## src/verilog/bpu_defs.svh

```systemverilog
`ifndef BPU_DEFS_SVH
`define BPU_DEFS_SVH

// counter table index width, 2**11 = 2048 two-bit counters
`define BPU_BPT_INDEX_BITS 11

// target buffer index width, 2**6 = 64 entries
`define BPU_BTB_INDEX_BITS 6

// first fetch address out of reset
`define BPU_RESET_PC 32'h0000_0200

`endif

```

## src/verilog/bpu_pkg.sv

```systemverilog
`default_nettype none

package bpu_pkg;

    // pc or branch target address
    typedef logic [31:0] word_t;

    // two-bit saturating counter, upper bit is the predicted direction
    typedef enum logic [1:0] {
        st_strong_nt = 2'b00,
        st_weak_nt   = 2'b01,
        st_weak_t    = 2'b10,
        st_strong_t  = 2'b11
    } bpt_state_t;

    // outcome reported by the resolution stage to the counter table
    typedef logic [1:0] res_outcome_t;

    localparam res_outcome_t outcome_taken     = 2'b10;
    localparam res_outcome_t outcome_not_taken = 2'b01;
    // any other code leaves the counter alone
    localparam res_outcome_t outcome_hold      = 2'b00;

endpackage

`default_nettype wire

```

## src/verilog/branch_target_buffer.sv

```systemverilog
`timescale 1ns/1ps
`default_nettype none

`include "bpu_defs.svh"

module branch_target_buffer
    import bpu_pkg::*;
#(
    parameter int index_bits = `BPU_BTB_INDEX_BITS
) (
    input  wire logic   CLK,
    input  wire logic   nRST,
    input  word_t       pc_fetch,
    output logic        btb_hit,
    output word_t       btb_target_fetch,
    input  wire logic   btb_we,
    input  word_t       btb_pc,
    input  word_t       btb_target
);

    localparam int entries  = 2 ** index_bits;
    // tag is everything above the index, bits 1:0 are always zero
    localparam int tag_bits = 32 - index_bits - 2;

    logic [entries-1:0]  valid_q;
    logic [tag_bits-1:0] tag_q    [entries];
    word_t               target_q [entries];

    logic [index_bits-1:0] fetch_idx;
    logic [tag_bits-1:0]   fetch_tag;
    logic [index_bits-1:0] wr_idx;
    logic [tag_bits-1:0]   wr_tag;

    assign fetch_idx = pc_fetch[index_bits+1:2];
    assign fetch_tag = pc_fetch[31:index_bits+2];
    assign wr_idx    = btb_pc[index_bits+1:2];
    assign wr_tag    = btb_pc[31:index_bits+2];

    // lookup
    assign btb_hit          = valid_q[fetch_idx] && (tag_q[fetch_idx] == fetch_tag);
    assign btb_target_fetch = target_q[fetch_idx];

    always_ff @(posedge CLK, negedge nRST) begin
        if (!nRST) begin
            valid_q <= '0;
        end else if (btb_we) begin
            valid_q[wr_idx] <= 1'b1;
        end
    end

    // tag and target are only meaningful once the valid bit is set
    always_ff @(posedge CLK) begin
        if (btb_we) begin
            tag_q[wr_idx]    <= wr_tag;
            target_q[wr_idx] <= btb_target;
        end
    end

endmodule

`default_nettype wire

```

## config.mk

```make
export PLATFORM = sky130hd
export DESIGN_NAME = branch_target_buffer
export DESIGN_NICKNAME = d
export VERILOG_FILES = /design/src/verilog/bpu_pkg.sv /design/src/verilog/branch_target_buffer.sv
export VERILOG_INCLUDE_DIRS = /design/src /design/src/verilog
export SDC_FILE = /design/constraint.sdc
export NUM_CORES = 2
export LEC_CHECK = 0
export BUFFER_PORTS_ARGS = -buffer_cell sky130_fd_sc_hd__buf_2
export CAP_MARGIN = 20
export CORE_MARGIN = 8
export CORE_UTILIZATION = 35
export DETAILED_ROUTE_END_ITERATION = 6
export GPL_TIMING_DRIVEN = 0
export PLACE_DENSITY = 0.56
export SLEW_MARGIN = 0
export SYNTH_ARGS = -nofsm -noshare
export SYNTH_HDL_FRONTEND = slang
export SYNTH_SLANG_ARGS = --single-unit
export TNS_END_PERCENT = 30
```

## constraint.sdc

```tcl
create_clock -name CLK -period 4.31 [get_ports CLK]
set_clock_uncertainty 0.15 [all_clocks]
set_input_delay 0.2155 -clock CLK [delete_from_list [all_inputs] [get_ports CLK]]
set_output_delay 0.2155 -clock CLK [all_outputs]
set_load 0.01 [all_outputs]
```

==> reports/qor.yml <==
synth_top_flop_cell: "edfxtp_1"
path_buf_inv: 4
area_growth_syn_to_layout_pct: 19.4
synth_seq_cells: 3648
cp.required_ns: 3.94
drive_above_1_share_pct: 34.8
instances_no_fill: 12157
drtIter0Drc: 11250
grt_max_degree: 65
layout_setup_ws_ns: -0.793
pre_cts_ws_ns: -2.84
violations: "design-rule violations, negative setup slack"
crit_family: "buffers and inverters"
firstDrtPassIters: 7
crit_top_cell: "buf_2"
clkSinkCount: 3648
cts_buffers: 364
fillers: 33610
power_mw: 75.1
vias_per_cell: 5.86
fp.dieW_um: 646
period_needed_ns: 5.10
drv_cap: 0
fp.coreArea_um2: 396000
ys_seq_area_share_pct: 78.6
clk_pin_slew_worst_paths_ns: 0.06
rsz0062_at_grt: "true"
antenna_found_initial: 43
power.leakage_nw: 52.1
grt_pass1_wl_um: 622000
peakVddDrop_v: 0.000345
grt_pass1_vias: 70129
initial_core_util_pct: 35.1
slew_headroom_pct: 16.0
grt-ovfl-total: 0
dp.cells: 11420
cts_root_buffer: "clkbuf_16"
clock_latency_ns: 0.87
routabilityCongestion: 0.793
status: "complete, but fails checks"
synthCells: 5765
cp-start-kind: "primary input"
synth_nets: 5864
critPathKind: "primary input to output pin"
io_buffers: 122
worst_pin_slew_ns: 1.26
synthesis.area_um2: 139000
finalSetupViolCount: 2
io_pins: 132
std_cell_rows: 231
routedWlPerCell_um: 38.5
cpMaxStageDelayCell: "clkbuf_1"
hold_viol_final: 0
die_y_um: 646
cts.path.max_buffers: 4
cts_tree: "yes"
nets: 6723
synth_area_per_cell_um2: 24.1
dp_hpwl_um: 318000
critPathMaxFanout: 10
async_flop_share_pct: 1.75
max_freq_mhz: 196
whs_ns: 0.0380
yosysUniqueCellTypes: 52
drc: 5
worstPathCellList: "buf_2, or2_2, buf_1, clkbuf_1, o221ai_1, o32ai_1, a21oi_1, o211ai_1, xor2_2, o21ai_1, or4_4, nor4_4, buf_2"
arrival_ns: 4.74
grt_use_total_pct: 21.8
antenna_left: 0
critPathMaxStageDelay_ns: 0.92
powerDensity_nw_per_um2: 453
crit_path_end_kind: "output pin"
finalMaxSlewViolations: 0
vias: 71259
wl_um: 468000
min_period_over_period_pct: 118
synth-edff-count: 3584
hold_path_class: "primary input to register"
htree_levels: 5
yosys_warnings: 0
die-area_um2: 418000
-- placed cells by master, fill, tap and decap left out, types with 66 or more instances in the layout --
master,Yosys,layout
nand2_1,118,118
buf_2,92,147
edfxtp_1,3584,3584
buf_12,0,235
mux4_2,1039,1039
clkbuf_16,0,377
a22oi_1,76,75
or2_2,66,66
clkinv_2,0,71
buf_6,27,67
mux2i_1,96,95
clkbuf_1,123,109
-- layout make-up --
| class | count | area (µm²) | share of cell area, % |
|---|---|---|---|
| clock inverter | 193 | 1750 | 1.05 |
| timing repair buffer | 495 | 7450 | 4.49 |
| antenna | 11 | 27.5 | 0.0166 |
| multi-input combinational | 1802 | 28800 | 17.4 |
| tap | 5242 | 6560 | 3.95 |
| clock buffer | 453 | 9730 | 5.86 |
| inverter | 6 | 22.5 | 0.0136 |
| sequential | 3648 | 109000 | 65.8 |
| buffer | 307 | 2370 | 1.43 |
-- routing by layer --
layer	vias to the layer above	GRT usage, %	part of all wire (%)
li1	26658	-	-
met1	39061	29.2	38
met2	4604	35.8	48
met3	926	4.12	9.8
met4	10	7.82	4.3
met5	-	0	0.015
-- power breakdown --
group	switching, mW	leakage, nW	internal, mW
sequential	0.108	33.0	39.3
clock	13.5	5.62	17.7
combinational	2.75	13.4	1.74
total	16.4	52.1	58.8
-- flip-flops by register name, summed over array words and instances (netlist names) --
register and count:
valid_q 64, tag_q 1536, target_q 2048
-- cell usage after synthesis (4+ instances only) --
cell type / number / area [µm²]
a31oi_1: 21 / 131
o21ai_1: 6 / 30.0
buf_1: 45 / 169
a221oi_1: 11 / 96.3
a22o_1: 5 / 43.8
nor4_1: 9 / 56.3
xnor2_1: 17 / 149
and3_1: 11 / 68.8
nor2b_1: 12 / 75.1
a21oi_1: 54 / 270
a32oi_1: 6 / 52.6
dfrtp_1: 64 / 1600
mux2_2: 5 / 56.3
nand3_1: 44 / 220
o21ai_0: 7 / 35.0
o22ai_1: 15 / 93.8
nand2_1: 118 / 443
mux2i_1: 96 / 961
edfxtp_1: 3584 / 108000
buf_6: 27 / 304
xor2_1: 5 / 43.8
a22oi_1: 76 / 571
nand4_1: 11 / 68.8
nand2b_1: 5 / 31.3
o221ai_1: 17 / 149
and2_1: 4 / 25.0
nand3b_1: 4 / 30.0
o211ai_1: 5 / 37.5
mux4_2: 1039 / 23400
or2_2: 66 / 413
or4_1: 4 / 30.0
buf_4: 21 / 158
nor2_1: 95 / 357
nor3_1: 9 / 45.0
clkbuf_1: 123 / 462
inv_1: 6 / 22.5
buf_2: 92 / 460
-- repair_timing --
| action | in CTS | in global routing |
|---|---|---|
| endpoints found under the setup margin | 33 | 24 |
| buffers inserted | 0 | 0 |
| resized for setup | 345 | 30 |
| pin swaps | 2 | 3 |
| hold buffers | 59 | 5 |
| endpoints found under the hold margin | 3593 | 9 |
-- stage by stage --
step	utilization, %	instance area [µm²]	setup TNS (ns)
global placement	36.9	146000	-
detailed placement	38.6	153000	-57.92
global route	41.9	166000	-0.759
floorplan	-	139000	0
finish	41.9	166000	-0.843
CTS	41.8	165000	-2.35
-- path summary, 6_finish.rpt --
| check | start | end | slack, ns | cells past startpoint |
|---|---|---|---|---|
| max | pc_fetch[4] | btb_hit | -0.79 | 13 |
| min | btb_pc[23] | tag_q[31][15]$_DFFE_PP_ | 0.04 | 2 |
| max reg2reg | valid_q[41]$_DFFE_PN0P_ | valid_q[41]$_DFFE_PN0P_ | 3.35 | 1 |
| min reg2reg | valid_q[13]$_DFFE_PN0P_ | valid_q[13]$_DFFE_PN0P_ | 0.31 | 1 |
| max in group asynchronous | nRST | valid_q[7]$_DFFE_PN0P_ | 2.43 | 4 |
| min in group asynchronous | nRST | valid_q[34]$_DFFE_PN0P_ | 0.30 | 4 |
-- logic make-up after synthesis --
family,count (synthesis),share of synthesized area [%]
and+or+nand+nor,400,1.39
AOI/OAI and AO/OA,239,1.19
muxes,1141,17.6
xor gates and xnor gates,22,0.139
buffers and inverters,315,1.14
DFF,3648,78.6
Note: power is estimated with default switching activity, not from simulation.
