File: src/verilog/bpu_defs.svh
`ifndef BPU_DEFS_SVH
`define BPU_DEFS_SVH

// counter table index width, 2**11 = 2048 two-bit counters
`define BPU_BPT_INDEX_BITS 11

// target buffer index width, 2**6 = 64 entries
`define BPU_BTB_INDEX_BITS 6

// first fetch address out of reset
`define BPU_RESET_PC 32'h0000_0200

`endif

File: src/verilog/bpu_pkg.sv
`default_nettype none

package bpu_pkg;

    // pc or branch target address
    typedef logic [31:0] word_t;

    // two-bit saturating counter, upper bit is the predicted direction
    typedef enum logic [1:0] {
        st_strong_nt = 2'b00,
        st_weak_nt   = 2'b01,
        st_weak_t    = 2'b10,
        st_strong_t  = 2'b11
    } bpt_state_t;

    // outcome reported by the resolution stage to the counter table
    typedef logic [1:0] res_outcome_t;

    localparam res_outcome_t outcome_taken     = 2'b10;
    localparam res_outcome_t outcome_not_taken = 2'b01;
    // any other code leaves the counter alone
    localparam res_outcome_t outcome_hold      = 2'b00;

endpackage

`default_nettype wire

File: src/verilog/branch_resolver.sv
`timescale 1ns/1ps
`default_nettype none

module branch_resolver
    import bpu_pkg::*;
(
    input  wire logic     res_valid,
    input  word_t         res_pc,
    input  wire logic     res_taken,
    input  word_t         res_target,
    input  wire logic     res_pred_taken,
    input  word_t         res_pred_target,
    output logic          mispredict,
    output word_t         redirect_pc,
    output logic          enable_res,
    output word_t         pc_res,
    output res_outcome_t  taken_res,
    output logic          btb_we,
    output word_t         btb_pc,
    output word_t         btb_target
);

    logic dir_wrong;
    logic target_wrong;

    // direction error, or right direction but wrong target
    assign dir_wrong    = res_taken != res_pred_taken;
    assign target_wrong = res_taken && res_pred_taken && (res_target != res_pred_target);

    assign mispredict = res_valid && (dir_wrong || target_wrong);

    // correct path after the branch
    assign redirect_pc = res_taken ? res_target : res_pc + 32'd4;

    // counter training happens on every resolved branch
    assign enable_res = res_valid;
    assign pc_res     = res_pc;

    always_comb begin
        if (!res_valid) begin
            taken_res = outcome_hold;
        end else if (res_taken) begin
            taken_res = outcome_taken;
        end else begin
            taken_res = outcome_not_taken;
        end
    end

    // only taken branches allocate a buffer entry
    assign btb_we     = res_valid && res_taken;
    assign btb_pc     = res_pc;
    assign btb_target = res_target;

endmodule

`default_nettype wire

File: config.mk
export PLATFORM = sky130hd
export DESIGN_NAME = branch_resolver
export DESIGN_NICKNAME = d
export VERILOG_FILES = /design/src/verilog/bpu_defs.svh /design/src/verilog/bpu_pkg.sv /design/src/verilog/branch_resolver.sv
export SDC_FILE = /design/constraint.sdc
export NUM_CORES = 1
export LEC_CHECK = 0
export BUFFER_PORTS_ARGS = -buffer_cell sky130_fd_sc_hd__buf_2
export CAP_MARGIN = 20
export CELL_PAD_IN_SITES_DETAIL_PLACEMENT = 0
export CELL_PAD_IN_SITES_GLOBAL_PLACEMENT = 1
export CORE_MARGIN = 1.5
export CORE_UTILIZATION = 19
export DETAILED_ROUTE_END_ITERATION = 10
export MAX_ROUTING_LAYER = met4
export PLACE_DENSITY = 0.9
export SLEW_MARGIN = 10
export SYNTH_ARGS = -nofsm -noshare
export SYNTH_HDL_FRONTEND = slang
export SYNTH_SLANG_ARGS = --single-unit
File: constraint.sdc
create_clock -name vclk -period 1.45
set_clock_uncertainty 0.05 [all_clocks]
set_input_delay 0.145 -clock vclk [all_inputs]
set_output_delay 0.145 -clock vclk [all_outputs]
set_load 0.02 [all_outputs]
==> results.json, run 1 <==
{
  "outcome": "complete, but fails checks",
  "violated_checks": "negative setup slack",
  "worst_slack_ns": -0.196,
  "n_clock_buffer": 0,
  "n_antenna_cell": 0,
  "wirelength_met1_um": 3560,
  "finalWirelength_um": 8370,
  "leakagePower_nw": 1.84,
  "post-route-min-period_ns": 1.65,
  "drt_pass1_iterations": 4,
  "globalplace.congestion": 0.781,
  "die_extent_in_x_um": 106,
  "final.hold.worst_slack_ns": 0.492,
  "grt_start_max_net_pins": 23,
  "worstMarginPinSlew_ns": 0.398,
  "synth_cell_count_leaders": "sky130_fd_sc_hd__buf_4 (98), sky130_fd_sc_hd__xor2_1 (49), sky130_fd_sc_hd__nand2_1 (33)",
  "io-pin-count": 232,
  "rsz_0062_raised_after_global_routing": "yes",
  "synth_nets": 392,
  "fin_nets": 593,
  "synth_seq_area_share_pct": 0,
  "postSynthAreaPerCell_sq_um": 6.86,
  "timing.final.hold_violations": 0,
  "synth_cells": 291,
  "numPortBuffers": 232,
  "synthTopCellsByArea": "sky130_fd_sc_hd__buf_4 (37%), sky130_fd_sc_hd__xor2_1 (21%), sky130_fd_sc_hd__nand2_1 (6.2%)",
  "top_layer": "met3",
  "ratio_of_cells_with_drive_above_1_in_the_final_layout_pct": 71.0,
  "peakVddDrop_mv": 0.109,
  "max_fclk_mhz": 608,
  "share_of_the_synthesized_area_in_the_top_cell_type_pct": 36.8,
  "power-per-cell-area_nw_per_um2": 347,
  "wl_per_cell_um": 13.4,
  "route.met3.wl_um": 565,
  "required_ns": 1.25,
  "wl_met2_um": 4250,
  "detailedPlace.worstSlack_ns": -0.256,
  "utilization_pct": 34.7,
  "worst_hold_path_type": "input pin to output port",
  "max_cap_viol_count": 0,
  "global_route_wire_length_before_repair_um": 12100,
  "criticalPathCategory": "input pin to output port",
  "synth_area_leader_cell": "sky130_fd_sc_hd__buf_4",
  "drt_first_iter_violations": 74,
  "first_global_vias": 2316,
  "syn2layout_area_growth_pct": 78.8,
  "setup-violations-final": 20,
  "global_route.usage.total_pct": 14.3,
  "fin_setup_tns_ns": -2.12,
  "design.core.area_sq_um": 10300,
  "critical_path_peak_fanout": 5,
  "syn_area_sq_um": 2000,
  "max-slew-margin-rel_pct": 73.4,
  "yosysWarningCount": 0,
  "leading_cell_type_by_number_of_instances_after_synthesis": "sky130_fd_sc_hd__buf_4",
  "yosysUniqueCellTypes": 29,
  "die_span_in_y_um": 106,
  "arrival_ns": 1.45,
  "num_vias": 2521,
  "grt.overflow.total": 0,
  "drv_slew": 0,
  "finalCritPeriodShare_pct": 113,
  "regArea_sq_um": 0,
  "nFillCells": 1116,
  "floorplan.die_area_sq_um": 11100,
  "timing.critical_path.to_type": "output port",
  "std_cell_rows": 37,
  "dpl.hpwl_um": 7170,
  "design.seq.count": 0,
  "total_power_mw": 1.24,
  "avgViaCountPerCell": 4.03,
  "ant_nets": 0,
  "initial_core_util_pct": 19.4,
  "grt_antenna_before_repair": 0,
  "drt_drc_violations_left": 0,
  "crit_path_start_kind": "input pin",
  "post_cts_hold_buffer_count": 0
}
[final timing paths]
check / startpoint / endpoint / slack [ns] / cells past startpoint
worst max-delay path: res_pc[2] / redirect_pc[26] / -0.20 / 9
worst min-delay path: res_pc[1] / btb_pc[1] / 0.49 / 2
[worst max-delay path, cell delays in order]
cell                      delay, ns
sky130_fd_sc_hd__buf_8         0.08
sky130_fd_sc_hd__ha_4          0.15
sky130_fd_sc_hd__nand3_4       0.10
sky130_fd_sc_hd__nor3_4        0.16
sky130_fd_sc_hd__buf_12        0.13
sky130_fd_sc_hd__buf_12        0.11
sky130_fd_sc_hd__nand4_1       0.11
sky130_fd_sc_hd__a221o_1       0.32
sky130_fd_sc_hd__buf_6         0.14
[layer usage]
layer  vias to the layer above  GRT usage (%)
met4                         0              0
met2                       117           27.1
met3                         0          0.804
li1                       1273              -
met1                      1131           17.6
met5                         -              -
[layout by cell type (no fill, tap or decap), types with 4 or more instances in the layout]
cell type                 count
sky130_fd_sc_hd__buf_12       5
sky130_fd_sc_hd__buf_2      196
sky130_fd_sc_hd__buf_4       81
sky130_fd_sc_hd__buf_6       18
sky130_fd_sc_hd__buf_8        5
sky130_fd_sc_hd__inv_1        4
sky130_fd_sc_hd__nand2_1     33
sky130_fd_sc_hd__nand3_1      7
sky130_fd_sc_hd__nand4_1     11
sky130_fd_sc_hd__nor2_4       4
sky130_fd_sc_hd__nor4_1       5
sky130_fd_sc_hd__o21ai_0      5
sky130_fd_sc_hd__o21ai_1     12
sky130_fd_sc_hd__o21ai_2     12
sky130_fd_sc_hd__xnor2_1      7
sky130_fd_sc_hd__xor2_1      46
[power breakdown]
| group | switching [mW] | internal, mW | total, mW | leakage (nW) |
|---|---|---|---|---|
| Sequential | 0 | 0 | 0 | 0 |
| Combinational | 0.698 | 0.541 | 1.24 | 1.84 |
| Clock | 0 | 0 | 0 | 0 |
[kinds of logic after synthesis]
group | synth area share, %
xor gates and xnor gates | 25.9
buffers and inverters | 39.5
muxes | 1.69
and+or+nand+nor | 23.5
AOI/OAI and AO/OA | 8.21
adders and majority gates | 1.25
[per-stage QoR]
stage / cells / area (sq um)
floorplan: 291 / 2040
global placement: 622 / 3160
detailed placement: 622 / 3160
CTS: 627 / 3460
global route: 626 / 3570
finish: 626 / 3570
[what timing repair did]
action                     4_1_cts  5_1_grt
setup buffers                    6        0
setup endpoints to repair       24       25
pin swaps                       28       22
resized for setup               69       31
[cell type report]
type	instances	area, sq um	share of cell area (%)
Inverter	4	15.0	0.421
Multi-Input combinational cell	181	1420	39.7
Tap cell	136	170	4.77
Timing Repair Buffer	305	1970	55.1
No activity file was read; power rests on OpenSTA's default activity.
==> run 2, diff against run 1 <==
- ABC_AREA: default -> 1
- ABC_CLOCK_PERIOD_IN_PS: default -> 1450
- CELL_PAD_IN_SITES_DETAIL_PLACEMENT: 0 -> 1
- CORE_UTILIZATION: 19 -> 21
- PLACE_DENSITY: 0.9 -> 0.92
==> run 2 against run 1 <==
  * Cell area is 17% higher
  * The run still ends with negative setup slack left
  * Flip-flop and latch count unchanged
  * Critical path depth increased by 3
  * Total power increased by 12%
  * Non-clock buffer count up 3
  * Highest routed layer is now met4
  * Setup slack improved by 0.064 ns
==> results.json, run 2 <==
{
  "required_ns": 1.25,
  "p_switching_mw": 0.805,
  "mostFrequentLayoutCell": "sky130_fd_sc_hd__buf_2",
  "synthMuxAreaShare_pct": 0,
  "globalplace.congestion": 0.893,
  "drv_slew": 0,
  "placement.cell_area_sq_um": 3510,
  "yosys.area_share.simple_pct": 38.5,
  "share_of_the_synthesized_area_in_the_top_cell_type_pct": 30.2,
  "drt_pass1_iterations": 4,
  "utilization_pct": 36.6,
  "max_cap_viol_count": 0,
  "synth_area_leader_cell": "sky130_fd_sc_hd__buf_4",
  "design.seq.count": 0,
  "power-per-cell-area_nw_per_um2": 333,
  "criticalPathCategory": "input pin to output port",
  "nFillCells": 1512,
  "placedCellCount": 758,
  "ant_nets": 0,
  "yosysWarningCount": 0,
  "path_common_cell": "sky130_fd_sc_hd__nand2_1",
  "grt_start_max_net_pins": 25,
  "synth_cell_count_leaders": "sky130_fd_sc_hd__nand2_1 (128), sky130_fd_sc_hd__buf_4 (98), sky130_fd_sc_hd__inv_1 (33)",
  "max-slew-margin-rel_pct": 80.4,
  "grt.overflow.total": 0,
  "yosys.area_share.adder_pct": 1.03,
  "numPortBuffers": 232,
  "max_stage_delay_ns": 0.15,
  "cp_num_cells": 12,
  "dpl.hpwl_um": 9400,
  "internal_power_contribution_mw": 0.582,
  "io-pin-count": 232,
  "die_span_in_y_um": 111,
  "synth_seq_area_share_pct": 0,
  "design.core.area_sq_um": 11400,
  "crit_path_start_kind": "input pin",
  "global_route_wire_length_before_repair_um": 16900,
  "first_global_vias": 3320,
  "arrival_ns": 1.39,
  "crit_buf_inv": 3,
  "leading_cell_type_by_number_of_instances_after_synthesis": "sky130_fd_sc_hd__nand2_1",
  "critical_path_peak_fanout": 4,
  "detailedPlace.worstSlack_ns": -0.254,
  "drt_drc_violations_left": 0,
  "grt_antenna_before_repair": 1,
  "finalWirelength_um": 11800,
  "final_non_filler_cell_total": 770,
  "synth_compound_area_share_pct": 7.15,
  "worst_slack_ns": -0.132,
  "worstPathCellList": "buf_2 > nand2_1 > nor2_4 > nand2_4 > clkinv_4 > nand2_8 > nor2_4 > nand2_2 > xor2_1 > nand2_1 > nand2_1 > buf_6",
  "hold-path-cell-count": 2,
  "post_cts_hold_buffer_count": 0,
  "timing.final.hold_violations": 0,
  "outcome": "complete, but fails checks",
  "syn2layout_area_growth_pct": 71.0,
  "initial_core_util_pct": 21.4,
  "ratio_of_cells_with_drive_above_1_in_the_final_layout_pct": 65.0,
  "drt_first_iter_violations": 74,
  "worst_hold_path_type": "input pin to output port",
  "violated_checks": "negative setup slack",
  "synthTopCellsByArea": "sky130_fd_sc_hd__buf_4 (30%), sky130_fd_sc_hd__nand2_1 (20%), sky130_fd_sc_hd__xnor2_1 (11%)",
  "n_clock_buffer": 0,
  "finalCritPeriodShare_pct": 109,
  "critical-path-top-delay-family": "simple AND/OR/NAND/NOR gates",
  "regArea_sq_um": 0,
  "share_comb_of_total_power_pct": 100.0,
  "die_extent_in_x_um": 111,
  "power.sequential.fraction_pct": 0,
  "worstMarginPinSlew_ns": 0.292,
  "peakVddDrop_mv": 0.113,
  "synth_nets": 523,
  "yosysUniqueCellTypes": 34,
  "fin_setup_tns_ns": -1.22,
  "avgViaCountPerCell": 4.28,
  "global_route.usage.total_pct": 17.4,
  "std_cell_rows": 39,
  "postSynthAreaPerCell_sq_um": 5.77,
  "synth_cells": 422,
  "main_combinational_cell_family_by_area_after_synthesis": "simple AND/OR/NAND/NOR gates",
  "postLayoutCellArea_sq_um": 4160,
  "timing.critical_path.to_type": "output port",
  "leakagePower_nw": 2.30,
  "setup-violations-final": 18,
  "swShare_pct": 58.0,
  "wl_per_cell_um": 15.3,
  "max_fclk_mhz": 632,
  "num_vias": 3295,
  "critPathSlowestCell": "sky130_fd_sc_hd__xor2_1",
  "mostFrequentLayoutCells": "sky130_fd_sc_hd__buf_2 (193), sky130_fd_sc_hd__nand2_1 (107), sky130_fd_sc_hd__buf_4 (94), sky130_fd_sc_hd__inv_1 (28), sky130_fd_sc_hd__nand2_2 (24)",
  "floorplan.die_area_sq_um": 12200,
  "rsz_0062_raised_after_global_routing": "yes",
  "post-route-min-period_ns": 1.58,
  "clkPwrFrac_pct": 0,
  "fin_nets": 729,
  "syn_area_sq_um": 2430,
  "synth_xor_area_share_pct": 15.5
}
-- run 2: cell types whose count changed in the layout (fill, tap and decap cells not counted), sizes merged, moves of 4 or more --
cell / previous run / this run
a21oi: 1 / 5
xor2: 49 / 13
nor4: 8 / 0
xnor2: 10 / 30
and3: 5 / 0
nor2: 7 / 39
nand3: 12 / 7
nand4: 13 / 2
nand2: 33 / 139
inv: 4 / 40
o21ai: 29 / 23
-- run 2: power by group through the flow --
stage,Clock (mW),Sequential (mW),Combinational [mW]
finish,0.0000000925,0,1.39
global route,0.0000000922,0,1.49
global placement,0,0,1.19
detailed placement,0,0,1.21
floorplan,0,0,0.779
CTS,0,0,1.28
-- run 2: layout make-up --
cell class	instances	area (sq um)	area share (%)
antenna	1	2.50	0.0602
inverter	42	178	4.27
multi-input combinational	276	1880	45.2
tap	143	179	4.30
timing repair buffer	308	1920	46.2
-- run 2: path summary, 6_finish.rpt --
path	from	endpoint
max	res_pc[9]	redirect_pc[24]
min	res_target[28]	btb_target[28]
-- run 2: stage by stage --
stage / hold WS (ns) / power (mW)
6_report: 0.487 / 1.39
5_1_grt: 0.493 / 1.49
4_1_cts: 0.489 / 1.28
3_5_place_dp: 0.488 / 1.21
3_3_place_gp: 0.486 / 1.19
2_1_floorplan: 0.353 / 0.779
-- run 2: cells by family (layout without fill, tap and decap cells) --
logic type | count (synthesis) | in the layout
adder cells (fa/ha/maj) | 2 | 2
other | 0 | 1
AND/OR/NAND/NOR | 199 | 199
XOR/XNOR | 43 | 43
buffers and inverters | 146 | 350
AO/OA/AOI/OAI | 32 | 32
-- run 2: timing repair --
action,CTS,global route
setup endpoints to repair,25,25
setup buffers,3,8
pin swaps,21,37
gates resized for setup,65,95
-- run 2: per-layer routing --
layer | global-route usage [%] | vias to the layer above | routed length [um]
met5 | - | - | 0
met4 | 2.74 | 0 | 254
met3 | 1.48 | 22 | 532
met2 | 32.7 | 127 | 6300
met1 | 20.4 | 1548 | 4670
li1 | - | 1598 | -
==> run 3, diff against run 2 <==
==> constraint.sdc (replaced) <==
create_clock -name vclk -period 1.45
set_clock_uncertainty 0.05 [all_clocks]
set_input_delay 0.0725 -clock vclk [all_inputs]
set_output_delay 0.0725 -clock vclk [all_outputs]
set_load 0.02 [all_outputs]
==> run 3 against run 2 <==
  * The flow now finishes without violations
  * Utilization fell by 4.2 points
  * Global-route usage decreased by 1.4 points
  * Largest power group unchanged
  * Cell area down 11%
  * Critical endpoint is now redirect_pc[16]
==> results.json, run 3 (same netlist as run 2, synthesis figures left out) <==
{
  "n_clock_buffer": 0,
  "global_route.usage.total_pct": 16.0,
  "post-route-min-period_ns": 1.41,
  "cp-endpoint": "redirect_pc[16]",
  "critical_path.startpoint": "res_pc[13]",
  "design.seq.count": 0,
  "crit_path_start_kind": "input pin",
  "globalplace.congestion": 0.836,
  "mostFrequentLayoutCells": "sky130_fd_sc_hd__buf_2 (208), sky130_fd_sc_hd__nand2_1 (118), sky130_fd_sc_hd__buf_4 (55), sky130_fd_sc_hd__inv_1 (29), sky130_fd_sc_hd__xnor2_1 (29)",
  "grt.overflow.total": 0,
  "drv_slew": 0,
  "grt_start_max_net_pins": 25,
  "ant_nets": 0,
  "regArea_sq_um": 0,
  "die_extent_in_x_um": 111,
  "timing.final.hold_violations": 0,
  "worst_slack_ns": 0.0359,
  "detailedPlace.worstSlack_ns": -0.133,
  "design.core.area_sq_um": 11400,
  "required_ns": 1.33,
  "worst_hold_path_type": "input pin to output port",
  "postLayoutCellArea_sq_um": 3680,
  "grt_antenna_before_repair": 1,
  "arrival_ns": 1.29,
  "placement.cell_area_sq_um": 3310,
  "ratio_of_cells_with_drive_above_1_in_the_final_layout_pct": 57.6,
  "max_cap_viol_count": 0,
  "floorplan.die_area_sq_um": 12200,
  "critPathSlowestCell": "sky130_fd_sc_hd__nor3_4",
  "power-per-cell-area_nw_per_um2": 337,
  "setup-violations-final": 0,
  "drt_drc_violations_left": 0,
  "fin_setup_tns_ns": 0,
  "leakagePower_nw": 2.07,
  "multiInputGateArea_sq_um": 1680,
  "num_vias": 3051,
  "drt_first_iter_violations": 72,
  "io-pin-count": 232,
  "max_fclk_mhz": 707,
  "final.hold.worst_slack_ns": 0.346,
  "max-slew-margin-rel_pct": 81.2,
  "post_cts_hold_buffer_count": 0,
  "worstMarginPinSlew_ns": 0.280,
  "global_route_wire_length_before_repair_um": 15600,
  "criticalPathCategory": "input pin to output port",
  "syn2layout_area_growth_pct": 51.4,
  "avgViaCountPerCell": 4.12,
  "numPortBuffers": 232,
  "worstPathCellList": "buf_8 > clkinvlp_4 > nor3_4 > nand2_8 > nor2_4 > buf_6 > xor2_1 > nand2_1 > nand2_1 > buf_6",
  "finalWirelength_um": 10400,
  "first_global_vias": 3026,
  "drt_pass1_iterations": 4,
  "wl_per_cell_um": 14.1,
  "peakVddDrop_mv": 0.0987,
  "utilization_pct": 32.4,
  "outcome": "finished clean",
  "critical_path_peak_fanout": 4,
  "die_span_in_y_um": 111,
  "dpl.hpwl_um": 9010,
  "std_cell_rows": 39,
  "fin_nets": 700,
  "initial_core_util_pct": 21.4,
  "finalCritPeriodShare_pct": 97.5,
  "max_stage_delay_ns": 0.26,
  "mostFrequentLayoutCell": "sky130_fd_sc_hd__buf_2",
  "rsz_0062_raised_after_global_routing": "yes",
  "nFillCells": 1537,
  "timing.critical_path.to_type": "output port"
}
==> run 3: changes by cell type in the layout (fill, tap and decap cells not counted), sizes merged <==
| cell | delta |
|---|---|
| clkinv | +1 |
| clkinvlp | +1 |
| buf | -29 |
| inv | -2 |
==> run 3: worst max-delay path, delay by kind of cell <==
family | cells | cell delay (ns)
xor gates and xnor gates | 1 | 0.14
and+or+nand+nor | 5 | 0.63
buffers and inverters | 4 | 0.44
==> run 3: layout make-up <==
cell class	count	area share [%]
repair buffers	279	44.8
inverters	42	4.72
well taps	143	4.86
multi-input cells	276	45.6
diodes	1	0.0679
==> run 3: per-stage QoR <==
step           power (mW)  cells
6_report             1.24    741
4_1_cts              1.19    732
3_3_place_gp         1.13    731
5_1_grt              1.34    741
2_1_floorplan       0.778    422
3_5_place_dp         1.16    731
==> run 3: metal layers <==
metal	GRT usage (%)	wire length, um
met1	19.8	4520
met2	29.2	5420
met3	1.26	414
met4	1.88	75
met5	-	0
==> run 3: worst min-delay path by stage <==
stage / to / slack, ns / from / depth (start not counted)
2_1_floorplan: btb_pc[0] / 0.21 / res_pc[0] / 1
3_3_place_gp: btb_pc[1] / 0.34 / res_pc[1] / 2
3_5_place_dp: btb_pc[1] / 0.35 / res_pc[1] / 2
4_1_cts: btb_pc[1] / 0.35 / res_pc[1] / 2
5_1_grt: btb_target[28] / 0.35 / res_target[28] / 2
6_report: btb_pc[1] / 0.35 / res_pc[1] / 2
==> run 3: timing repair <==
action                     4_1_cts  5_1_grt
setup buffers                    1        8
setup endpoints to repair       11       18
gates resized for setup         32       59
pin swaps                       12       26
==> run 3: report_power, final <==
| part | total, mW | internal [mW] | switching (mW) |
|---|---|---|---|
| combinational | 1.24 | 0.493 | 0.747 |
| clock | 0.0000000926 | 0.0000000926 | 0 |
| sequential | 0 | 0 | 0 |
| total | 1.24 | 0.493 | 0.747 |
