### config.mk
export PLATFORM = sky130hd
export DESIGN_NAME = fetch_pc_gen
export DESIGN_NICKNAME = d
export VERILOG_FILES = /design/src/verilog/bpu_pkg.sv /design/src/verilog/fetch_pc_gen.sv
export VERILOG_INCLUDE_DIRS = /design/src /design/src/verilog
export SDC_FILE = /design/constraint.sdc
export NUM_CORES = 1
export LEC_CHECK = 0
export ABC_AREA = 1
export BUFFER_PORTS_ARGS = -buffer_cell sky130_fd_sc_hd__buf_2
export CORE_MARGIN = 1
export CORE_UTILIZATION = 39
export DETAILED_ROUTE_END_ITERATION = 10
export PLACE_DENSITY = 0.7
export RECOVER_POWER = 25
export SYNTH_ARGS = -nofsm -noshare
export SYNTH_HDL_FRONTEND = slang
export SYNTH_SLANG_ARGS = --single-unit
### constraint.sdc
create_clock -name CLK -period 2.82 [get_ports CLK]
set_input_delay 0.141 -clock CLK [delete_from_list [all_inputs] [get_ports CLK]]
set_output_delay 0.141 -clock CLK [all_outputs]
set_load 0.1 [all_outputs]
### src/verilog/bpu_defs.svh
`ifndef BPU_DEFS_SVH
`define BPU_DEFS_SVH

// counter table index width, 2**11 = 2048 two-bit counters
`define BPU_BPT_INDEX_BITS 11

// target buffer index width, 2**6 = 64 entries
`define BPU_BTB_INDEX_BITS 6

// first fetch address out of reset
`define BPU_RESET_PC 32'h0000_0200

`endif

### src/verilog/bpu_pkg.sv
`default_nettype none

package bpu_pkg;

    // pc or branch target address
    typedef logic [31:0] word_t;

    // two-bit saturating counter, upper bit is the predicted direction
    typedef enum logic [1:0] {
        st_strong_nt = 2'b00,
        st_weak_nt   = 2'b01,
        st_weak_t    = 2'b10,
        st_strong_t  = 2'b11
    } bpt_state_t;

    // outcome reported by the resolution stage to the counter table
    typedef logic [1:0] res_outcome_t;

    localparam res_outcome_t outcome_taken     = 2'b10;
    localparam res_outcome_t outcome_not_taken = 2'b01;
    // any other code leaves the counter alone
    localparam res_outcome_t outcome_hold      = 2'b00;

endpackage

`default_nettype wire

### src/verilog/fetch_pc_gen.sv
`timescale 1ns/1ps
`default_nettype none

`include "bpu_defs.svh"

module fetch_pc_gen
    import bpu_pkg::*;
(
    input  wire logic   CLK,
    input  wire logic   nRST,
    input  wire logic   stall,
    input  wire logic   mispredict,
    input  word_t       redirect_pc,
    input  wire logic   pred_fetch,
    input  wire logic   btb_hit,
    input  word_t       btb_target_fetch,
    output word_t       pc_fetch,
    output logic        pred_taken,
    output word_t       pred_target
);

    word_t pc_seq;
    word_t pc_next;

    assign pc_seq = pc_fetch + 32'd4;

    // taken needs both a taken counter and a known target
    assign pred_taken = pred_fetch && btb_hit;

    // predicted next fetch address for the current pc
    assign pred_target = pred_taken ? btb_target_fetch : pc_seq;

    // redirect wins over stall
    always_comb begin
        if (mispredict) begin
            pc_next = redirect_pc;
        end else if (stall) begin
            pc_next = pc_fetch;
        end else begin
            pc_next = pred_target;
        end
    end

    always_ff @(posedge CLK, negedge nRST) begin
        if (!nRST) begin
            pc_fetch <= `BPU_RESET_PC;
        end else begin
            pc_fetch <= pc_next;
        end
    end

endmodule

`default_nettype wire

==> impl_results.rst, run 1 <==
.. list-table::
   :header-rows: 1

   * - Metric
     - Value
   * - Outcome
     - finished with violations
   * - Failing checks
     - max-capacitance violations, max-slew violations
   * - Average footprint of a synthesized cell
     - 6.05 um2
   * - Clock buffers created by TritonCTS
     - 5
   * - Startpoint type of the worst setup path
     - flip-flop
   * - Count of final hold-check violations
     - 0
   * - Total count of max-transition violations in the final report
     - 33
   * - Average routed wire per standard cell
     - 12.8 um
   * - Number of detailed-routing iterations run before antenna repair
     - 4
   * - Vias after detailed routing
     - 3,408
   * - Routed via count divided by cell count
     - 4.81
   * - Number of enable-type register cells in the synthesized netlist
     - 0
   * - Count of nets left with antenna violations after detail routing
     - 0
   * - Post-placement worst setup slack
     - 0.630 ns
   * - Leakage power summed over all cells
     - 0.00197 uW
   * - Final Worst Setup Slack
     - 0.421 ns
   * - Vias in the first global route
     - 3,215
   * - Total placed cells including tap cells
     - 699
   * - Clock slew at reported path FFs
     - 0.07 ns
   * - Root Buffer Master
     - sky130_fd_sc_hd__clkbuf_8
   * - Final critical path time including I/O delays and setup
     - 2.40 ns
   * - Compound-Gate Fraction of Synth Area
     - 12.2%
   * - HPWL reported at the end of detailed placement
     - 7110 um
   * - Cell depth of the worst flop-to-flop path
     - 7
   * - Post-synthesis adder-cell area fraction
     - 0.432%
   * - Min-Delay Path Class
     - in -> reg
   * - Net count of the mapped netlist
     - 550
   * - Power per cell area
     - 601 nW/um2
   * - Hold Worst Slack
     - 0.0644 ns
   * - Largest net degree at the start of global routing
     - 35
   * - Count of input and output buffers
     - 134
   * - Total of cells resized after clock tree synthesis
     - 0
   * - Total of warnings raised by yosys
     - 0
   * - Worst-Margin Slew
     - 1.87 ns
   * - Fraction of synthesized area in multiplexers
     - 0%
   * - Wirelength, routed
     - 9040 um
   * - Endpoint of the most critical register-to-register path
     - pc_fetch[8]$_DFFE_PN0P_
   * - Dominant combinational cell family by area after synthesis
     - simple AND/OR/NAND/NOR gates
   * - Worst IR Drop VDD
     - 0.401 mV
   * - Setup violations, final
     - 0
   * - Cell row count
     - 31
   * - Antenna violations before repair
     - 0
   * - Final #Nets
     - 679
   * - Layout Area Growth over Synthesis
     - 30.4%
   * - Relative slew margins
     - -24.5%
   * - Last element of the critical path
     - pred_target[26]
   * - TritonCTS clock tree
     - done
   * - Post-Synthesis Cell Area
     - 2900 um2
   * - Horizontal die dimension
     - 88.2 um
   * - Wire length of the first global-routing pass
     - 14,500 um
   * - Starting Density
     - 40.2%
   * - Post-CTS setup buffer count
     - 0
   * - Fraction of final layout cells sized beyond drive strength 1
     - 31.2%
   * - DR DRC count
     - 0
   * - CTS sink count
     - 32
   * - Synth Register Bits
     - 32
   * - Maximum buffer depth of the clock tree
     - 2
   * - Worst clock skew
     - 0.00518 ns
   * - Global-route usage over all layers
     - 23.9%
   * - First-iteration detailed-routing DRC count
     - 158
   * - Max FFs per register
     - 32
   * - Critical Path Sink Type
     - output pin
   * - Portion of the post-synthesis area used by sequential elements
     - 27.7%
   * - Critical path type
     - reg -> out
   * - Grt ovf
     - 0
   * - Max frequency
     - 0.417 GHz
   * - Distinct cell type count of the synthesized netlist
     - 29
   * - Critical path data required time
     - 2.68 ns
   * - Die Y
     - 88.2 um
   * - Worst Setup SP
     - pc_fetch[2]$_DFFE_PN0P_
   * - Floorplan die area
     - 7780 um2
   * - Cells after synthesis
     - 479
   * - Count of antenna diodes in the layout
     - 0
   * - # H-tree levels
     - 2
   * - Post-CTS Hold Fix Bufs
     - 1
   * - Area of the core
     - 7210 um2
   * - Most used DFF post-synth
     - sky130_fd_sc_hd__dfrtp_1
   * - Placer's final routability congestion estimate
     - 0.894
   * - CP Cell Sequence
     - ha_1 > nand2_2 > nor2_4 > nand2_4 > nor2_4 > nand3_1 > nand3_1 > and2_2 > buf_2
   * - XOR/XNOR Fraction of Synth Area
     - 1.21%
   * - Biggest regs
     - pc_fetch x32
   * - WP data arrival
     - 2.26 ns
   * - Largest stage delay, worst path
     - 0.43 ns
   * - Maximum fanout along the worst path
     - 5
   * - Reg with most FFs
     - pc_fetch
   * - Clock latency on the worst-skew pair
     - 0.29 ns
   * - Simple-gate share of the synthesized area
     - 47.8%
   * - Number of fillers in the final layout
     - 748
   * - Max-cap viol count
     - 1
   * - Proportion of register bits with asynchronous set or reset after synthesis
     - 100%
   * - Fin cells
     - 708
   * - Worst reg2reg startpoint
     - pc_fetch[2]$_DFFE_PN0P_
   * - Io pins
     - 135
   * - RSZ-0062 raised after global routing
     - no
   * - Cell with the biggest individual delay on the critical path
     - sky130_fd_sc_hd__dfrtp_1
   * - Share of the cycle needed by the critical path after routing
     - 85.1%
   * - R2R setup slack
     - 1.08 ns
synthesized netlist by cell type, types with 2 or more instances:
master	n	area share (%)
sky130_fd_sc_hd__xor2_1	3	0.91
sky130_fd_sc_hd__buf_2	5	0.86
sky130_fd_sc_hd__o21bai_1	2	0.52
sky130_fd_sc_hd__dfrtp_1	31	27
sky130_fd_sc_hd__o21a_1	3	0.78
sky130_fd_sc_hd__nand2_1	162	21
sky130_fd_sc_hd__a22o_1	2	0.60
sky130_fd_sc_hd__o21ai_0	32	5.5
sky130_fd_sc_hd__nor2_2	3	0.65
sky130_fd_sc_hd__o211ai_1	10	2.6
sky130_fd_sc_hd__inv_1	61	7.9
sky130_fd_sc_hd__or2_2	19	4.1
sky130_fd_sc_hd__nor2_1	39	5.1
sky130_fd_sc_hd__nand2_2	5	1.1
sky130_fd_sc_hd__clkbuf_1	9	1.2
sky130_fd_sc_hd__nand3_1	59	10
sky130_fd_sc_hd__a21boi_0	3	0.78
sky130_fd_sc_hd__a21boi_1	2	0.52
sky130_fd_sc_hd__nor2_4	6	2.3
sky130_fd_sc_hd__and2_1	14	3.0
worst max-delay path: cells and delay by family, from the launching register on:
family	cells	cell delay, ns
and+or+nand+nor	7	0.85
DFF	1	0.43
buffers and inverters	1	0.41
adders and majority gates	1	0.28
power breakdown:
group          switching, uW  internal, uW  leakage, uW
clock network            190           195    0.0000510
logic                   1070           226      0.00153
registers               75.0           510     0.000385
worst min-delay path by stage:
stage | startpoint | endpoint | cells after the start
detailed placement | nRST | pc_fetch[25]$_DFFE_PN0P_ | 1
global route | redirect_pc[10] | pc_fetch[10]$_DFFE_PN0P_ | 3
global placement | nRST | pc_fetch[25]$_DFFE_PN0P_ | 1
floorplan | nRST | pc_fetch[0]$_DFFE_PN0P_ | 0
CTS | redirect_pc[10] | pc_fetch[10]$_DFFE_PN0P_ | 3
finish | redirect_pc[10] | pc_fetch[10]$_DFFE_PN0P_ | 3
metal layers:
metal  share of wire, %  up-vias  global-route usage, %
met5                  0        -                      0
met4                1.2        0                   6.45
met3                5.6        9                   4.15
met2                 48      109                   41.7
met1                 45     1524                   30.2
li1                   -     1766                      -
stage by stage:
step | util (%) | power (uW) | instance area, um2 | setup TNS (ns)
finish | 52.4 | 2270 | 3780 | 0
global route | 52.4 | 2360 | 3780 | 0
CTS | 52.4 | 2270 | 3780 | 0
detailed placement | 51.0 | 1890 | 3680 | 0
global placement | 51.0 | 1890 | 3680 | 0
floorplan | - | 1660 | 2930 | -0.148
cell type report:
type / count / area, um2 / share of cell area [%]
Multi-Input combinational cell: 370 / 1830 / 48.4
Tap cell: 99 / 124 / 3.28
Timing Repair Buffer: 138 / 702 / 18.6
Clock buffer: 6 / 82.6 / 2.19
Clock inverter: 2 / 10.0 / 0.265
Inverter: 61 / 229 / 6.06
Sequential cell: 32 / 803 / 21.3
cell usage in the layout, fill, tap and decap left out, types with 3 or more instances in the layout:
| master | instances |
|---|---|
| sky130_fd_sc_hd__nand3_1 | 59 |
| sky130_fd_sc_hd__o21a_1 | 3 |
| sky130_fd_sc_hd__o211ai_1 | 10 |
| sky130_fd_sc_hd__xor2_1 | 3 |
| sky130_fd_sc_hd__dfrtp_1 | 30 |
| sky130_fd_sc_hd__nor2_1 | 38 |
| sky130_fd_sc_hd__and2_2 | 3 |
| sky130_fd_sc_hd__o21ai_0 | 31 |
| sky130_fd_sc_hd__nor2_4 | 6 |
| sky130_fd_sc_hd__and2_1 | 11 |
| sky130_fd_sc_hd__buf_4 | 3 |
| sky130_fd_sc_hd__nand2_1 | 161 |
| sky130_fd_sc_hd__nand2_2 | 6 |
| sky130_fd_sc_hd__clkbuf_8 | 6 |
| sky130_fd_sc_hd__inv_1 | 61 |
| sky130_fd_sc_hd__or2_2 | 19 |
| sky130_fd_sc_hd__buf_2 | 133 |
| sky130_fd_sc_hd__nor2_2 | 4 |
cell families (layout without fill, tap and decap cells):
logic type | Yosys count | in the layout
XOR/XNOR | 4 | 4
AO/OA/AOI/OAI | 57 | 57
buffers and inverters | 77 | 207
adder cells (fa/ha/maj) | 1 | 1
flip-flops | 32 | 32
AND/OR/NAND/NOR | 308 | 308
Note: power is estimated with default switching activity, not from simulation.
==> inputs of run 2 (changes only) <==
CORE_MARGIN = 5   (was 1)
CORE_UTILIZATION = 30   (was 39)
PLACE_DENSITY = 0.57   (was 0.7)
SLEW_MARGIN = 10   (was unset)
==> impl_results.rst, run 2 (synthesis gave the netlist of run 1 again) <==
.. list-table::
   :header-rows: 1

   * - Metric
     - Value
   * - Outcome
     - finished with violations
   * - Failing checks
     - max-capacitance violations, max-slew violations
   * - Max-cap viol count
     - 1
   * - Top delay family on crit path
     - simple AND/OR/NAND/NOR gates
   * - Critical path type
     - reg -> out
   * - HPWL reported at the end of detailed placement
     - 8190 um
   * - Max frequency
     - 0.409 GHz
   * - Wirelength, routed
     - 10,200 um
   * - Vias after detailed routing
     - 3,377
   * - Hold Worst Slack
     - 0.0567 ns
   * - Clock latency on the worst-skew pair
     - 0.29 ns
   * - TritonCTS clock tree
     - done
   * - Routed via count divided by cell count
     - 4.58
   * - Maximum buffer depth of the clock tree
     - 2
   * - Relative slew margins
     - -23.1%
   * - CP Cell Sequence
     - ha_1 > nand2_2 > nor2_4 > nand3_1 > o21ai_1 > nand2_1 > a21boi_4 > buf_2
   * - Placer's final routability congestion estimate
     - 0.872
   * - Reg with most FFs
     - pc_fetch
   * - Worst IR Drop VDD
     - 0.281 mV
   * - Startpoint type of the worst setup path
     - flip-flop
   * - Root Buffer Master
     - sky130_fd_sc_hd__clkbuf_8
   * - Area of the core
     - 9330 um2
   * - Worst clock skew
     - 0.00768 ns
   * - Total placed cells including tap cells
     - 729
   * - CTS sink count
     - 32
   * - Count of final hold-check violations
     - 0
   * - Maximum fanout along the worst path
     - 5
   * - Max FFs per register
     - 32
   * - Grt ovf
     - 0
   * - Power per cell area
     - 613 nW/um2
   * - Wire length of the first global-routing pass
     - 16,800 um
   * - Final #Nets
     - 679
   * - Post-CTS setup buffer count
     - 0
   * - Total count of max-transition violations in the final report
     - 33
   * - Share of the cycle needed by the critical path after routing
     - 86.6%
   * - Number of detailed-routing iterations run before antenna repair
     - 5
   * - Buffer and inverter count on the worst path
     - 1
   * - Leakage power summed over all cells
     - 0.00198 uW
   * - Vias in the first global route
     - 3,485
   * - Die Y
     - 108 um
   * - Final critical path time including I/O delays and setup
     - 2.44 ns
   * - Global-route usage over all layers
     - 17.8%
   * - Largest stage delay, worst path
     - 0.43 ns
   * - Io pins
     - 135
   * - DR DRC count
     - 0
   * - Cell row count
     - 35
   * - Horizontal die dimension
     - 108 um
   * - RSZ-0062 raised after global routing
     - no
   * - Post-placement worst setup slack
     - 0.632 ns
   * - Floorplan die area
     - 11,700 um2
   * - Critical path data required time
     - 2.68 ns
   * - Biggest regs
     - pc_fetch x32
   * - Antenna violations before repair
     - 0
   * - Most common cell after layout, fill and taps aside
     - sky130_fd_sc_hd__nand2_1
   * - Count of antenna diodes in the layout
     - 0
   * - Fin cells
     - 738
   * - Starting Density
     - 31.1%
   * - WP data arrival
     - 2.30 ns
   * - # H-tree levels
     - 2
   * - Critical Path Sink Type
     - output pin
   * - Fraction of final layout cells sized beyond drive strength 1
     - 31.2%
   * - Clock buffers created by TritonCTS
     - 5
   * - Count of nets left with antenna violations after detail routing
     - 0
   * - Min-Delay Path Class
     - in -> reg
   * - Largest net degree at the start of global routing
     - 35
   * - Worst-Margin Slew
     - 1.85 ns
   * - Cell with the biggest individual delay on the critical path
     - sky130_fd_sc_hd__buf_2
   * - Final Worst Setup Slack
     - 0.377 ns
   * - Clock slew at reported path FFs
     - 0.08 ns
   * - Setup violations, final
     - 0
   * - First-iteration detailed-routing DRC count
     - 130
   * - Layout Area Growth over Synthesis
     - 32.7%
   * - Most frequent cells in the layout
     - 161 x sky130_fd_sc_hd__nand2_1, 133 x sky130_fd_sc_hd__buf_2, 61 x sky130_fd_sc_hd__inv_1
   * - Count of input and output buffers
     - 134
   * - Average routed wire per standard cell
     - 13.8 um
## run 2: changes by cell type in the layout (fill, tap and decap cells not counted), sizes merged
| cell | change |
|---|---|
| bufinv | +1 |
| clkbuf | -1 |
| clkinv | -1 |
| clkinvlp | +1 |
## run 2: area by class of cell
class	instances	area, um2
Multi-Input combinational cell	370	1830
Fill cell	1050	5480
Inverter	61	229
Timing Repair Buffer	138	714
Clock inverter	3	42.5
Tap cell	129	161
Sequential cell	32	803
Clock buffer	5	68.8
## run 2: repair_timing
item	CTS	global route
hold buffers	1	0
resized for setup	0	0
hold endpoints to repair	31	0
## run 2: power breakdown
group / internal (uW) / switching (uW) / total (uW)
combinational: 228 / 1080 / 1310
sequential: 510 / 76.5 / 587
clock: 262 / 198 / 460
total: 1000 / 1360 / 2360
## run 2: path summary, 6_finish.rpt
| kind | start | endpoint | slack (ns) | cells after the start |
|---|---|---|---|---|
| max in group asynchronous | nRST | pc_fetch[3]$_DFFE_PN0P_ | 0.73 | 2 |
| worst max register to register | pc_fetch[2]$_DFFE_PN0P_ | pc_fetch[20]$_DFFE_PN0P_ | 1.08 | 9 |
| min in group asynchronous | nRST | pc_fetch[21]$_DFFE_PN0P_ | 0.90 | 2 |
| worst max-delay path | pc_fetch[2]$_DFFE_PN0P_ | pred_target[20] | 0.38 | 8 |
| worst min register to register | pc_fetch[1]$_DFFE_PN0P_ | pc_fetch[1]$_DFFE_PN0P_ | 0.55 | 2 |
| worst min-delay path | redirect_pc[2] | pc_fetch[2]$_DFFE_PN0P_ | 0.06 | 3 |
## run 2: worst reg2reg max path, delay by kind of cell, from the launching register on
| family | cells | cell delay [ns] |
|---|---|---|
| and+or+nand+nor | 7 | 0.81 |
| AOI/OAI and AO/OA | 1 | 0.16 |
| DFF | 1 | 0.42 |
| adders and majority gates | 1 | 0.29 |
## run 2: routing by layer
layer,GRT usage [%],up-vias,wire (um)
li1,-,1763,-
met1,23.5,1498,4680
met2,29.8,107,4600
met3,4.72,9,860
met4,2.89,0,84
met5,0,-,0
## run 2: stage by stage
step	area, um2	TNS (ns)	utilization (%)	total power [uW]
floorplan	2930	-0.148	-	1660
global placement	3730	0	39.9	1910
detailed placement	3730	0	39.9	1910
CTS	3850	0	41.2	2380
global route	3850	0	41.2	2470
finish	3850	0	41.2	2360
==> inputs of run 3 (changes only) <==
ABC_CLOCK_PERIOD_IN_PS = 2820   (was unset)
PLACE_DENSITY = 0.65   (was 0.57)
==> impl_results.rst, run 3 (synthesis gave the netlist of run 1 again) <==
.. list-table::
   :header-rows: 1

   * - Metric
     - Value
   * - Vias in the first global route
     - 3,490
   * - Total count of max-transition violations in the final report
     - 33
   * - Global-route usage over all layers
     - 17.7%
   * - Power per cell area
     - 597 nW/um2
   * - Largest net degree at the start of global routing
     - 35
   * - Final Worst Setup Slack
     - 0.367 ns
   * - Share of the cycle needed by the critical path after routing
     - 87.0%
   * - Total of cells resized after clock tree synthesis
     - 0
   * - Count of final hold-check violations
     - 0
   * - Final #Nets
     - 679
   * - Floorplan die area
     - 11,700 um2
   * - Max-cap viol count
     - 1
   * - First-iteration detailed-routing DRC count
     - 193
   * - Critical path type
     - reg -> out
   * - Most common cell after layout, fill and taps aside
     - sky130_fd_sc_hd__nand2_1
   * - Max FFs per register
     - 32
   * - Average routed wire per standard cell
     - 14.0 um
   * - Number of detailed-routing iterations run before antenna repair
     - 4
   * - Horizontal die dimension
     - 108 um
   * - Count of antenna diodes in the layout
     - 0
   * - Leakage power summed over all cells
     - 0.00197 uW
   * - Cell with the biggest individual delay on the critical path
     - sky130_fd_sc_hd__buf_2
   * - Largest stage delay, worst path
     - 0.44 ns
   * - Min-Delay Path Class
     - in -> reg
   * - Clock buffers created by TritonCTS
     - 5
   * - Reg with most FFs
     - pc_fetch
   * - Cell row count
     - 35
   * - Die Y
     - 108 um
   * - Clock slew at reported path FFs
     - 0.07 ns
   * - Setup violations, final
     - 0
   * - Max frequency
     - 0.408 GHz
   * - Startpoint type of the worst setup path
     - flip-flop
   * - Count of nets left with antenna violations after detail routing
     - 0
   * - Worst IR Drop VDD
     - 0.323 mV
   * - Starting Density
     - 31.1%
   * - Biggest regs
     - pc_fetch x32
   * - RSZ-0062 raised after global routing
     - no
   * - Failing checks
     - max-capacitance violations, max-slew violations
   * - Outcome
     - finished with violations
   * - Maximum fanout along the worst path
     - 5
   * - Vias after detailed routing
     - 3,432
   * - Io pins
     - 135
   * - CTS sink count
     - 32
   * - Clock latency on the worst-skew pair
     - 0.29 ns
   * - Wirelength, routed
     - 10,300 um
   * - WP data arrival
     - 2.31 ns
   * - Worst-Margin Slew
     - 1.80 ns
   * - Area of the core
     - 9330 um2
   * - Critical Path Sink Type
     - output pin
   * - Routed via count divided by cell count
     - 4.65
   * - Number of fillers in the final layout
     - 1,029
   * - Post-CTS Hold Fix Bufs
     - 1
   * - Worst clock skew
     - 0.00443 ns
   * - # H-tree levels
     - 2
   * - Placer's final routability congestion estimate
     - 0.864
   * - Layout Area Growth over Synthesis
     - 31.6%
   * - TritonCTS clock tree
     - done
   * - Wire length of the first global-routing pass
     - 16,600 um
   * - CP Cell Sequence
     - ha_1 > nand2_2 > nor2_4 > nand3_1 > o21ai_1 > nand2_1 > a21boi_4 > buf_2
   * - Final critical path time including I/O delays and setup
     - 2.45 ns
   * - Fraction of final layout cells sized beyond drive strength 1
     - 31.2%
   * - Maximum buffer depth of the clock tree
     - 2
   * - HPWL reported at the end of detailed placement
     - 8370 um
   * - Post-placement worst setup slack
     - 0.621 ns
   * - Count of input and output buffers
     - 134
   * - Most frequent cells in the layout
     - 161 x sky130_fd_sc_hd__nand2_1, 133 x sky130_fd_sc_hd__buf_2, 61 x sky130_fd_sc_hd__inv_1
   * - Antenna violations before repair
     - 0
   * - Grt ovf
     - 0
   * - Final sum of negative setup slack
     - 0 ns
   * - Root Buffer Master
     - sky130_fd_sc_hd__clkbuf_8
   * - Post-CTS setup buffer count
     - 0
   * - DR DRC count
     - 0
   * - Relative slew margins
     - -19.9%
   * - Critical path data required time
     - 2.68 ns
==> run 3: area by class of cell <==
class / count / area, um2 / share of cell area (%)
Clock inverter: 2 / 10.0 / 0.262
Multi-Input combinational cell: 370 / 1830 / 47.9
Inverter: 61 / 229 / 6.00
Sequential cell: 32 / 803 / 21.1
Tap cell: 129 / 161 / 4.23
Timing Repair Buffer: 138 / 702 / 18.4
Clock buffer: 6 / 82.6 / 2.16
==> run 3: critical path, delay by kind of cell (launching register included) <==
family | cells | cell delay [ns]
and+or+nand+nor | 4 | 0.58
buffers and inverters | 1 | 0.44
DFF | 1 | 0.43
AOI/OAI and AO/OA | 2 | 0.29
adders and majority gates | 1 | 0.29
==> run 3: where the power goes <==
part | switching (uW) | internal (uW)
Sequential | 77.3 | 510
Combinational | 1080 | 226
Clock | 187 | 195
Total | 1350 | 931
==> run 3: routing by layer <==
| layer | GRT usage [%] | wire [um] | vias to the layer above | share of wire, % |
|---|---|---|---|---|
| met3 | 4.36 | 781 | 10 | 7.5 |
| met1 | 23.1 | 4750 | 1529 | 46 |
| met5 | 0 | 0 | - | 0 |
| li1 | - | - | 1767 | - |
| met2 | 29.6 | 4730 | 126 | 46 |
| met4 | 4.24 | 82 | 0 | 0.79 |
==> run 3: path summary, 6_finish.rpt <==
path / to / from / slack [ns] / cells past startpoint
setup / recovery: pred_target[20] / pc_fetch[2]$_DFFE_PN0P_ / 0.37 / 8
hold / removal: pc_fetch[17]$_DFFE_PN0P_ / redirect_pc[17] / 0.07 / 3
setup reg to reg: pc_fetch[20]$_DFFE_PN0P_ / pc_fetch[9]$_DFFE_PN1P_ / 0.98 / 9
hold reg to reg: pc_fetch[0]$_DFFE_PN0P_ / pc_fetch[0]$_DFFE_PN0P_ / 0.56 / 2
max in group asynchronous: pc_fetch[3]$_DFFE_PN0P_ / nRST / 0.78 / 2
min in group asynchronous: pc_fetch[16]$_DFFE_PN0P_ / nRST / 0.87 / 2
==> run 3: per-stage QoR <==
stage               area (um2)  util [%]  instances  hold slack [ns]  power (uW)
global placement          3710      39.8        729            0.240        1900
CTS                       3820      40.9        738           0.0631        2300
global route              3810      40.9        738           0.0690        2390
floorplan                 2930         -        479           -0.155        1660
finish                    3810      40.9        738           0.0723        2280
detailed placement        3710      39.8        729            0.256        1910
